`src/wb_master_params.svh`:
```
// wishbone master parameters

`ifndef WB_MASTER_PARAMS_SVH
`define WB_MASTER_PARAMS_SVH

// ========================================
// bus widths
// ========================================

// byte address width on the wishbone side
`define WB_ADDR_W 32

// data word width, one 32-bit word per beat
`define WB_DATA_W 32

// one select line per byte lane
`define WB_SEL_W 4

// ========================================
// cache line geometry
// ========================================

// beats in a line fill, a 16-byte line of 32-bit words
`define WB_BURST_LEN 4

// bits that pick a word inside the line, address bits 3:2
`define WB_WORD_IDX_W 2

`endif

```
`src/cache_req_pkg.sv`:
```
// cache requester types

package cache_req_pkg;

`include "wb_master_params.svh"

    // which cache an access belongs to
    // the tag rides with the request and comes back on every response
    typedef enum logic {
        SRC_ICACHE = 1'b0,
        SRC_DCACHE = 1'b1
    } req_src_e;

    // ========================================
    // request and response
    // ========================================

    // one access as the arbiter hands it to the bus side
    // burst means a wrapping line fill, and is never set with write
    // for a write the low address bits already follow the byte enables
    typedef struct packed {
        req_src_e              src;
        logic                  burst;
        logic                  write;
        logic [`WB_SEL_W-1:0]  be;
        logic [`WB_ADDR_W-1:0] addr;
        logic [`WB_DATA_W-1:0] wdata;
    } cache_req_t;

    // one acked beat going back to its requester
    // valid is high for a single cycle per beat, last marks the final one
    // rdata is the bus read data and means nothing for a write
    typedef struct packed {
        req_src_e              src;
        logic                  valid;
        logic                  last;
        logic [`WB_DATA_W-1:0] rdata;
    } cache_resp_t;

endpackage

```
`src/wb_bus_pkg.sv`:
```
// wishbone bus types

package wb_bus_pkg;

`include "wb_master_params.svh"

    // ========================================
    // address views
    // ========================================

    // an address split into line, word within the line and byte in the word
    // the line field takes whatever is left above the word index
    typedef struct packed {
        logic [`WB_ADDR_W-`WB_WORD_IDX_W-3:0] line;
        logic [`WB_WORD_IDX_W-1:0]            word;
        logic [1:0]                           byte_off;
    } wb_addr_fields_t;

    // the same 32-bit word seen flat or split into fields
    // the field view lets a burst step only the word index, so the
    // address wraps inside its line and never crosses into the next one
    typedef union packed {
        logic [`WB_ADDR_W-1:0] flat;
        wb_addr_fields_t       f;
    } wb_addr_u;

    // ========================================
    // bus command
    // ========================================

    // everything the master drives on the bus for one transfer
    // cyc and stb are kept apart since they are control, not payload
    typedef struct packed {
        wb_addr_u              adr;
        logic [`WB_SEL_W-1:0]  sel;
        logic                  we;
        logic [`WB_DATA_W-1:0] dat;
    } wb_cmd_t;

endpackage

```
`src/request_arbiter.sv`:
```
// cache request arbiter

`timescale 1ns/100ps
`include "wb_master_params.svh"

module request_arbiter
    import cache_req_pkg::*;
(
    input  logic                  i_clk,
    input  logic                  quick_n_reset,
    // instruction cache port
    input  logic                  i_icache_req,
    input  logic                  i_icache_qword,
    input  logic [`WB_ADDR_W-1:0] i_icache_address,
    output logic [`WB_DATA_W-1:0] o_icache_read_data,
    output logic                  o_icache_ready,
    // data cache port
    input  logic                  i_dcache_req,
    input  logic                  i_dcache_qword,
    input  logic                  i_dcache_write,
    input  logic [`WB_DATA_W-1:0] i_dcache_write_data,
    input  logic [`WB_SEL_W-1:0]  i_dcache_byte_enable,
    input  logic [`WB_ADDR_W-1:0] i_dcache_address,
    output logic [`WB_DATA_W-1:0] o_dcache_read_data,
    output logic                  o_dcache_ready,
    // request slot side
    output logic                  o_push,
    output cache_req_t            o_req,
    input  logic                  i_full,
    // completed beats from the sequencer
    input  cache_resp_t           i_resp
);

    // a source is busy from its push until its last beat comes back
    logic       icache_busy_r;
    logic       dcache_busy_r;
    // set for the one cycle after a last beat, while req is still falling
    logic       icache_done_r;
    logic       dcache_done_r;
    logic       icache_pend;
    logic       dcache_pend;
    logic       icache_resp;
    logic       dcache_resp;
    logic [1:0] low_bits;

    // ========================================
    // request selection
    // ========================================

    assign icache_pend = i_icache_req && !icache_busy_r && !icache_done_r;
    assign dcache_pend = i_dcache_req && !dcache_busy_r && !dcache_done_r;

    // the slot takes a new entry only while it is empty
    assign o_push = (icache_pend || dcache_pend) && !i_full;

    // byte and half-word writes put the lane number on the low address bits
    // every other pattern, and every read, leaves them at zero
    always_comb
    begin
        low_bits = 2'd0;
        if (i_dcache_write)
        begin
            case (i_dcache_byte_enable)
                4'b0010: low_bits = 2'd1;
                4'b0100: low_bits = 2'd2;
                4'b1000: low_bits = 2'd3;
                4'b1100: low_bits = 2'd2;
                default: low_bits = 2'd0;
            endcase
        end
    end

    // dcache wins whenever it has something new to send
    always_comb
    begin
        if (dcache_pend)
        begin
            o_req.src   = SRC_DCACHE;
            o_req.burst = i_dcache_qword && !i_dcache_write;
            o_req.write = i_dcache_write;
            o_req.be    = i_dcache_byte_enable;
            o_req.addr  = {i_dcache_address[`WB_ADDR_W-1:2], low_bits};
            o_req.wdata = i_dcache_write_data;
        end
        else
        begin
            // icache only ever reads, so all lanes are on
            o_req.src   = SRC_ICACHE;
            o_req.burst = i_icache_qword;
            o_req.write = 1'b0;
            o_req.be    = '1;
            o_req.addr  = {i_icache_address[`WB_ADDR_W-1:2], 2'b00};
            o_req.wdata = '0;
        end
    end

    // ========================================
    // completion routing
    // ========================================

    assign icache_resp = i_resp.valid && (i_resp.src == SRC_ICACHE);
    assign dcache_resp = i_resp.valid && (i_resp.src == SRC_DCACHE);

    assign o_icache_ready     = icache_resp;
    assign o_dcache_ready     = dcache_resp;
    assign o_icache_read_data = i_resp.rdata;
    assign o_dcache_read_data = i_resp.rdata;

    // a push never meets a last beat of the same source, since push needs !busy
    always_ff @(posedge i_clk)
    begin
        if (!quick_n_reset)
        begin
            icache_busy_r <= 1'b0;
            dcache_busy_r <= 1'b0;
            icache_done_r <= 1'b0;
            dcache_done_r <= 1'b0;
        end
        else
        begin
            icache_done_r <= icache_resp && i_resp.last;
            dcache_done_r <= dcache_resp && i_resp.last;
            if (o_push && (o_req.src == SRC_ICACHE))
                icache_busy_r <= 1'b1;
            else if (icache_resp && i_resp.last)
                icache_busy_r <= 1'b0;
            if (o_push && (o_req.src == SRC_DCACHE))
                dcache_busy_r <= 1'b1;
            else if (dcache_resp && i_resp.last)
                dcache_busy_r <= 1'b0;
        end
    end

endmodule

```
`src/request_slot.sv`:
```
// one-entry request slot

`timescale 1ns/100ps

module request_slot
    import cache_req_pkg::*;
(
    input  logic       i_clk,
    input  logic       quick_n_reset,
    // producer side
    input  logic       i_push,
    input  cache_req_t i_req,
    output logic       o_full,
    // consumer side
    output logic       o_valid,
    output cache_req_t o_req,
    input  logic       i_take
);

    logic       valid_r;
    cache_req_t req_r;

    // with a single entry, full and valid are the same flag
    // the producer waits on it, the consumer starts a bus cycle on it
    assign o_full  = valid_r;
    assign o_valid = valid_r;
    assign o_req   = req_r;

    // ========================================
    // occupancy
    // ========================================

    // a push in the same cycle as a take refills the entry, so push wins
    always_ff @(posedge i_clk)
    begin
        if (!quick_n_reset)
            valid_r <= 1'b0;
        else if (i_push)
            valid_r <= 1'b1;
        else if (i_take)
            valid_r <= 1'b0;
    end

    // ========================================
    // stored request
    // ========================================

    // payload only loads on a push and holds while the entry waits
    always_ff @(posedge i_clk)
    begin
        if (i_push)
            req_r <= i_req;
    end

endmodule

```
`src/wb_master_top.sv`:
```
// wishbone master top level

`timescale 1ns/100ps
`include "wb_master_params.svh"

module wb_master_top
    import cache_req_pkg::*;
(
    input  logic                  i_clk,
    input  logic                  quick_n_reset,
    // instruction cache port
    input  logic                  i_icache_req,
    input  logic                  i_icache_qword,
    input  logic [`WB_ADDR_W-1:0] i_icache_address,
    output logic [`WB_DATA_W-1:0] o_icache_read_data,
    output logic                  o_icache_ready,
    // data cache port
    input  logic                  i_dcache_req,
    input  logic                  i_dcache_qword,
    input  logic                  i_dcache_write,
    input  logic [`WB_DATA_W-1:0] i_dcache_write_data,
    input  logic [`WB_SEL_W-1:0]  i_dcache_byte_enable,
    input  logic [`WB_ADDR_W-1:0] i_dcache_address,
    output logic [`WB_DATA_W-1:0] o_dcache_read_data,
    output logic                  o_dcache_ready,
    // wishbone bus
    output logic [`WB_ADDR_W-1:0] o_wb_adr,
    output logic [`WB_SEL_W-1:0]  o_wb_sel,
    output logic                  o_wb_we,
    output logic [`WB_DATA_W-1:0] o_wb_dat,
    output logic                  o_wb_cyc,
    output logic                  o_wb_stb,
    input  logic [`WB_DATA_W-1:0] i_wb_dat,
    input  logic                  i_wb_ack
);

    // arbiter into the slot
    logic        push;
    logic        slot_full;
    cache_req_t  arb_req;
    // slot into the sequencer
    logic        slot_valid;
    logic        take;
    cache_req_t  slot_req;
    // beats back from the bus
    cache_resp_t resp;

    request_arbiter u_arbiter (
        .i_clk                (i_clk),
        .quick_n_reset        (quick_n_reset),
        .i_icache_req         (i_icache_req),
        .i_icache_qword       (i_icache_qword),
        .i_icache_address     (i_icache_address),
        .o_icache_read_data   (o_icache_read_data),
        .o_icache_ready       (o_icache_ready),
        .i_dcache_req         (i_dcache_req),
        .i_dcache_qword       (i_dcache_qword),
        .i_dcache_write       (i_dcache_write),
        .i_dcache_write_data  (i_dcache_write_data),
        .i_dcache_byte_enable (i_dcache_byte_enable),
        .i_dcache_address     (i_dcache_address),
        .o_dcache_read_data   (o_dcache_read_data),
        .o_dcache_ready       (o_dcache_ready),
        .o_push               (push),
        .o_req                (arb_req),
        .i_full               (slot_full),
        .i_resp               (resp)
    );

    request_slot u_slot (
        .i_clk         (i_clk),
        .quick_n_reset (quick_n_reset),
        .i_push        (push),
        .i_req         (arb_req),
        .o_full        (slot_full),
        .o_valid       (slot_valid),
        .o_req         (slot_req),
        .i_take        (take)
    );

    wb_sequencer u_sequencer (
        .i_clk         (i_clk),
        .quick_n_reset (quick_n_reset),
        .i_valid       (slot_valid),
        .i_req         (slot_req),
        .o_take        (take),
        .o_resp        (resp),
        .o_wb_adr      (o_wb_adr),
        .o_wb_sel      (o_wb_sel),
        .o_wb_we       (o_wb_we),
        .o_wb_dat      (o_wb_dat),
        .o_wb_cyc      (o_wb_cyc),
        .o_wb_stb      (o_wb_stb),
        .i_wb_dat      (i_wb_dat),
        .i_wb_ack      (i_wb_ack)
    );

endmodule

```
`src/wb_sequencer.sv`:
```
// wishbone bus sequencer

`timescale 1ns/100ps
`include "wb_master_params.svh"

module wb_sequencer
    import wb_bus_pkg::*, cache_req_pkg::*;
(
    input  logic                  i_clk,
    input  logic                  quick_n_reset,
    // request slot side
    input  logic                  i_valid,
    input  cache_req_t            i_req,
    output logic                  o_take,
    // completed beats back to the arbiter
    output cache_resp_t           o_resp,
    // wishbone master side
    output logic [`WB_ADDR_W-1:0] o_wb_adr,
    output logic [`WB_SEL_W-1:0]  o_wb_sel,
    output logic                  o_wb_we,
    output logic [`WB_DATA_W-1:0] o_wb_dat,
    output logic                  o_wb_cyc,
    output logic                  o_wb_stb,
    input  logic [`WB_DATA_W-1:0] i_wb_dat,
    input  logic                  i_wb_ack
);

    // burst covers every beat but the last one of a line fill
    // wait-final covers the last beat of a burst and every single access
    typedef enum logic [1:0] {
        SEQ_IDLE       = 2'd0,
        SEQ_BURST      = 2'd1,
        SEQ_WAIT_FINAL = 2'd2
    } seq_state_e;

    // beat count at which the next ack is the second to last
    localparam logic [`WB_WORD_IDX_W-1:0] LAST_BURST_CNT = `WB_WORD_IDX_W'(`WB_BURST_LEN - 2);

    seq_state_e                state_r;
    wb_cmd_t                   cmd_r;
    req_src_e                  src_r;
    logic                      active_r;
    logic [`WB_WORD_IDX_W-1:0] beat_cnt_r;

    // ========================================
    // bus outputs
    // ========================================

    // no bus locking here, so cyc and stb always move together
    assign o_wb_cyc = active_r;
    assign o_wb_stb = active_r;
    assign o_wb_adr = cmd_r.adr.flat;
    assign o_wb_sel = cmd_r.sel;
    assign o_wb_we  = cmd_r.we;
    assign o_wb_dat = cmd_r.dat;

    // a new command is only taken with the bus idle
    assign o_take = (state_r == SEQ_IDLE) && i_valid;

    // one response per ack, in the ack cycle, data straight from the bus
    assign o_resp.src   = src_r;
    assign o_resp.valid = active_r && i_wb_ack;
    assign o_resp.last  = (state_r == SEQ_WAIT_FINAL);
    assign o_resp.rdata = i_wb_dat;

    // ========================================
    // state machine
    // ========================================

    always_ff @(posedge i_clk)
    begin
        if (!quick_n_reset)
        begin
            state_r    <= SEQ_IDLE;
            active_r   <= 1'b0;
            src_r      <= SRC_ICACHE;
            beat_cnt_r <= '0;
            cmd_r.we   <= 1'b0;
        end
        else
        begin
            case (state_r)
                SEQ_IDLE:
                begin
                    if (i_valid)
                    begin
                        // reads drive every lane, writes drive their enables
                        cmd_r.adr.flat <= i_req.addr;
                        cmd_r.sel      <= i_req.write ? i_req.be : '1;
                        cmd_r.we       <= i_req.write;
                        cmd_r.dat      <= i_req.wdata;
                        src_r          <= i_req.src;
                        active_r       <= 1'b1;
                        beat_cnt_r     <= '0;
                        state_r        <= i_req.burst ? SEQ_BURST : SEQ_WAIT_FINAL;
                    end
                end

                SEQ_BURST:
                begin
                    if (i_wb_ack)
                    begin
                        // only the word index steps, so 2,3 wraps to 0,1
                        cmd_r.adr.f.word <= cmd_r.adr.f.word + `WB_WORD_IDX_W'(1);
                        beat_cnt_r       <= beat_cnt_r + `WB_WORD_IDX_W'(1);
                        if (beat_cnt_r == LAST_BURST_CNT)
                            state_r <= SEQ_WAIT_FINAL;
                    end
                end

                SEQ_WAIT_FINAL:
                begin
                    // release the bus on the edge after the final ack
                    if (i_wb_ack)
                    begin
                        active_r <= 1'b0;
                        cmd_r.we <= 1'b0;
                        state_r  <= SEQ_IDLE;
                    end
                end

                default:
                begin
                    active_r <= 1'b0;
                    state_r  <= SEQ_IDLE;
                end
            endcase
        end
    end

endmodule

```
`config.mk`:
```
export PLATFORM = sky130hd
export DESIGN_NAME = wb_master_top
export DESIGN_NICKNAME = d
export VERILOG_FILES = /design/src/cache_req_pkg.sv /design/src/wb_bus_pkg.sv /design/src/request_arbiter.sv /design/src/request_slot.sv /design/src/wb_master_top.sv /design/src/wb_sequencer.sv
export VERILOG_INCLUDE_DIRS = /design/src
export SDC_FILE = /design/constraint.sdc
export NUM_CORES = 1
export LEC_CHECK = 0
export BUFFER_PORTS_ARGS = -buffer_cell sky130_fd_sc_hd__buf_4
export CAP_MARGIN = 20
export CORE_AREA = 2 2 137 139
export CTS_BUF_LIST = sky130_fd_sc_hd__clkbuf_8
export DETAILED_ROUTE_END_ITERATION = 10
export DIE_AREA = 0 0 139 141
export PLACE_DENSITY = 0.65
export SLEW_MARGIN = 5
export SYNTH_ARGS = -nofsm -noshare
export SYNTH_HDL_FRONTEND = slang
export SYNTH_SLANG_ARGS = --single-unit
export TNS_END_PERCENT = 5
```
`constraint.sdc`:
```
create_clock -name i_clk -period 2.8 [get_ports i_clk]
set_input_delay 0 -clock i_clk [delete_from_list [all_inputs] [get_ports i_clk]]
set_output_delay 0 -clock i_clk [all_outputs]
set_load 0.05 [all_outputs]
```
==> results_tabular.tex <==
\begin{tabular}{lr}
\hline
Metric & Value \\
\hline
\multicolumn{2}{l}{\textbf{Synthesis}} \\
Synth Cell Area & approximately 6000 um\^{}2 \\
Primary FF master, synth & edfxtp\_1 \\
Area leader, netlist & edfxtp\_1 \\
Post-Syn Area per Cell & between 10 and 15 um\^{}2 \\
Number of unique standard cell types used by synthesis & 39 \\
Synth area leaders & edfxtp\_1 (69\%), buf\_4 (8.1\%), nand2\_1 (6.1\%), dfxtp\_1 (4.0\%), and2\_1 (3.6\%) \\
Commonest cells post-synth & edfxtp\_1 (139), nand2\_1 (98), buf\_4 (65) \\
Most frequent cell after synthesis & edfxtp\_1 \\
Register bit count reported by yosys & 151 \\
Number of synthesized flops with an enable pin & around 140 \\
Number of nets in the synthesized netlist & roughly 570 \\
Share of synthesized area occupied by flip-flops and latches & roughly 73\% \\
Share of synthesized flip-flops with an asynchronous set or reset & 0\% \\
Mapped Cells & 430 \\
Fraction of synthesized cell area taken by the top area cell type & roughly 69\% \\
Count of synthesis-stage warnings from yosys & 0 \\
\multicolumn{2}{l}{\textbf{Power and ir drop}} \\
Overall power of the completed layout & roughly 5600 uW \\
Combinational cell fraction of total power & between 10\% and 20\% \\
Leakage power summed over all cells & approximately 0.0035 uW \\
Internal power summed over all cells & 3997 uW \\
Cell Pwr Density & around 650 nW/um\^{}2 \\
Flop pwr share & 52.3\% \\
Clock network fraction of design power & roughly 28\% \\
Switching share of total power & around 29\% \\
Peak supply drop & 0.3707 mV \\
Net switching power & $\sim$1600 uW \\
\multicolumn{2}{l}{\textbf{Floorplanning}} \\
Area of the placeable core & about 18000 um\^{}2 \\
Number of placed I/O pins & 277 \\
Starting density of the core & 33.00\% \\
Chip width & 139 um \\
Total number of placement rows & 50 \\
Floorplan die area & a little under 20000 um\^{}2 \\
Die Span Y & about 140 um \\
\multicolumn{2}{l}{\textbf{Worst setup path}} \\
Buffers and inverters on the worst path & 3 \\
CP Max Fanout & 71 \\
Cell type of the slowest stage on the worst timing path & dlygate4sd3\_1 \\
Delay of the slowest critical-path stage & between 0.5 and 0.6 ns \\
Critical path class & flop to flop \\
Sort of element at the start of the critical path & flop \\
Cell repeated most along the worst path & nand2\_1 \\
Critical path endpoint category & flop \\
Top cell family by delay on the critical path & buffers and inverters \\
Worst Path Required & just under 3 ns \\
Data arrival at the endpoint of the critical path & between 2 and 3 ns \\
Critical path cell sequence & or3b\_1, buf\_4, clkinv\_4, nand2\_1, nand2\_1, dlygate4sd3\_1 \\
\multicolumn{2}{l}{\textbf{Clock network}} \\
Deepest level of the CTS H-tree & 4 \\
Number of instances resized during post-cts repair & 0 \\
Number of CTS-inserted buffers & 17 \\
Deepest clock path buffer count & 2 \\
CTS Root Cell & clkbuf\_8 \\
Clock Sinks & about 150 \\
Worst-skew pair later-pin latency & 0.43 ns \\
CTS tree & built \\
Worst-path clk slew & $\sim$0.090 ns \\
\multicolumn{2}{l}{\textbf{Layout}} \\
Ant. Diodes & 0 \\
Final layout net count & 798 \\
Final standard cell utilization of the core & 47.03\% \\
Share of final-layout standard cells stronger than drive strength 1 & 33.13\% \\
Area grow syn2layout & 42.53\% \\
Filler cell count in the final layout & about 1600 \\
Final Instance Count excl. Fillers & approximately 900 \\
\multicolumn{2}{l}{\textbf{Routing}} \\
Number of nets with antenna violations after routing & 0 \\
Routed via count divided by cell count & around 4.4 \\
Routed wire length per instance & between 15 and 20 um \\
Wire length after detailed routing & $\sim$14000 um \\
Vias post-DR & 3990 \\
Number of design-rule violations left by the first detailed-router iteration & $\sim$200 \\
DRT Pass-1 Iters & 6 \\
DRC Markers & 0 \\
\multicolumn{2}{l}{\textbf{STA}} \\
Minimum period implied by the final worst setup slack & between 2 and 2.5 ns \\
Count of endpoints failing hold in the final timing report & 0 \\
Setup repair after global routing missed its margin & false \\
Worst rel slew slack & 66.42\% \\
Worst Slack Setup Final & between 0.3 and 0.4 ns \\
Maximum clock rate & between 0.4 and 0.5 GHz \\
Setup tns final & 0 ns \\
Final period util & between 80\% and 90\% \\
Slew of the pin with the lowest slew margin & roughly 0.50 ns \\
Worst Skew & about 0.014 ns \\
Number of pins exceeding their max-slew limit in the final report & 0 \\
Final number of setup-violating endpoints & 0 \\
\multicolumn{2}{l}{\textbf{GRT}} \\
Initial antenna violation count & 0 \\
Overall overflow remaining after global route & 0 \\
Vias in the first global route & 4158 \\
Overall fraction of global-route tracks in use & 13.98\% \\
Maximum number of pins on one net before global-route repair & 72 \\
Global-route wire length before repair & around 21000 um \\
\multicolumn{2}{l}{\textbf{Flow run}} \\
\# Max-Cap Violations & 0 \\
\multicolumn{2}{l}{\textbf{Place}} \\
Post-Place Cells & 767 \\
HPWL after detailed placement & 9025 um \\
Weighted congestion at the end of routability-driven global placement & about 0.75 \\
Pre-CTS setup slack & $\sim$0.84 ns \\
Number of port buffers & 176 \\
\multicolumn{2}{l}{\textbf{Outcome}} \\
Run status & complete, no violations \\
\multicolumn{2}{l}{\textbf{Hold path}} \\
HP Class & input pin to output pin \\
\hline
\end{tabular}
-- layer usage --
metal | GRT usage, % | up-vias | routed length (um)
met5 | 0 | - | 0
met4 | 9.835 | 0 | 801
met3 | 3.499 | 96 | 859
met2 | 24.81 | 142 | 7312
met1 | 14.53 | 1891 | 5066
li1 | - | 1861 | -
-- metrics by stage --
| step | cell area, um^2 | hold slack [ns] |
|---|---|---|
| after floorplan | 6028 | 0.1469 |
| after global placement | 7167 | 0.0008680 |
| after detailed placement | 7167 | 0.0008680 |
| after CTS | 8592 | 0.0008680 |
| after global routing | 8592 | 0.00008443 |
| final | 8592 | 0.00002838 |
-- sequential cells by signal, summed over array words and instances, names as in the netlist, 2 cells and up --
name / cells
u_sequencer.state_r: 2
u_sequencer.o_wb_sel: 4
u_sequencer.o_wb_adr: 32
u_sequencer.beat_cnt_r: 2
u_slot.o_req: 71
u_sequencer.o_wb_dat: 32
-- final timing paths --
check	cells past startpoint	end	from	slack, ns
worst max-delay path	6	u_slot.o_req[52]	u_arbiter.dcache_busy_r	0.35
worst min-delay path	0	o_icache_read_data[21]	i_wb_dat[21]	0.00003
worst max register to register	6	u_slot.o_req[52]	u_arbiter.dcache_busy_r	0.35
worst min register to register	0	u_sequencer.o_wb_dat[14]	u_slot.o_req[14]	0.41
-- layout by cell type (no fill, tap or decap), types with 3 or more instances in the layout --
| cell type | n |
|---|---|
| a21oi_1 | 4 |
| and2_1 | 34 |
| buf_4 | 182 |
| clkbuf_8 | 17 |
| clkinv_4 | 3 |
| dfxtp_1 | 12 |
| dlygate4sd3_1 | 105 |
| edfxtp_1 | 139 |
| inv_6 | 7 |
| mux2i_1 | 3 |
| nand2_1 | 98 |
| nand2b_1 | 11 |
| nand3_1 | 3 |
| nor2_1 | 5 |
| nor2b_1 | 3 |
| nor3b_1 | 3 |
| o21ai_0 | 5 |
-- worst reg2reg max path: stages, from the launching register on --
cell           delay (ns)
dfxtp_1              0.33
or3b_1               0.28
buf_4                0.27
clkinv_4             0.37
nand2_1              0.27
nand2_1              0.09
dlygate4sd3_1        0.59
-- power groups by stage --
stage	registers, uW	logic (uW)	clock network (uW)
CTS	2930	1070	1640
finish	2930	1070	1600
global placement	2970	904	0
detailed placement	2980	921	0
floorplan	3230	544	0
global route	2960	1140	1730
-- area by class of cell --
type / count / area [um^2] / area share, %
Timing Repair Buffer: 289 / 2457 / 28.60
Sequential cell: 151 / 4414 / 51.38
Tap cell: 234 / 292.8 / 3.408
Inverter: 3 / 16.27 / 0.1893
Clock inverter: 15 / 140.1 / 1.631
Clock buffer: 17 / 234.0 / 2.723
Multi-Input combinational cell: 195 / 1037 / 12.07
-- logic make-up (layout without fill, tap and decap cells) --
group / after synthesis / after routing / synth area share (%)
multiplexers: 3 / 3 / 0.4982
AND/OR/NAND/NOR: 171 / 171 / 14.09
buffers and inverters: 84 / 324 / 9.652
AO/OA/AOI/OAI: 18 / 18 / 2.034
XOR/XNOR: 2 / 2 / 0.2906
flip-flops: 151 / 151 / 73.23
adder cells (fa/ha/maj): 1 / 1 / 0.2075
-- timing repair --
action | 4_1_cts | 5_1_grt
hold buffers | 105 | 0
setup buffers | 0 | 0
hold endpoints to repair | 82 | 0
No activity file was read; power rests on OpenSTA's default activity.
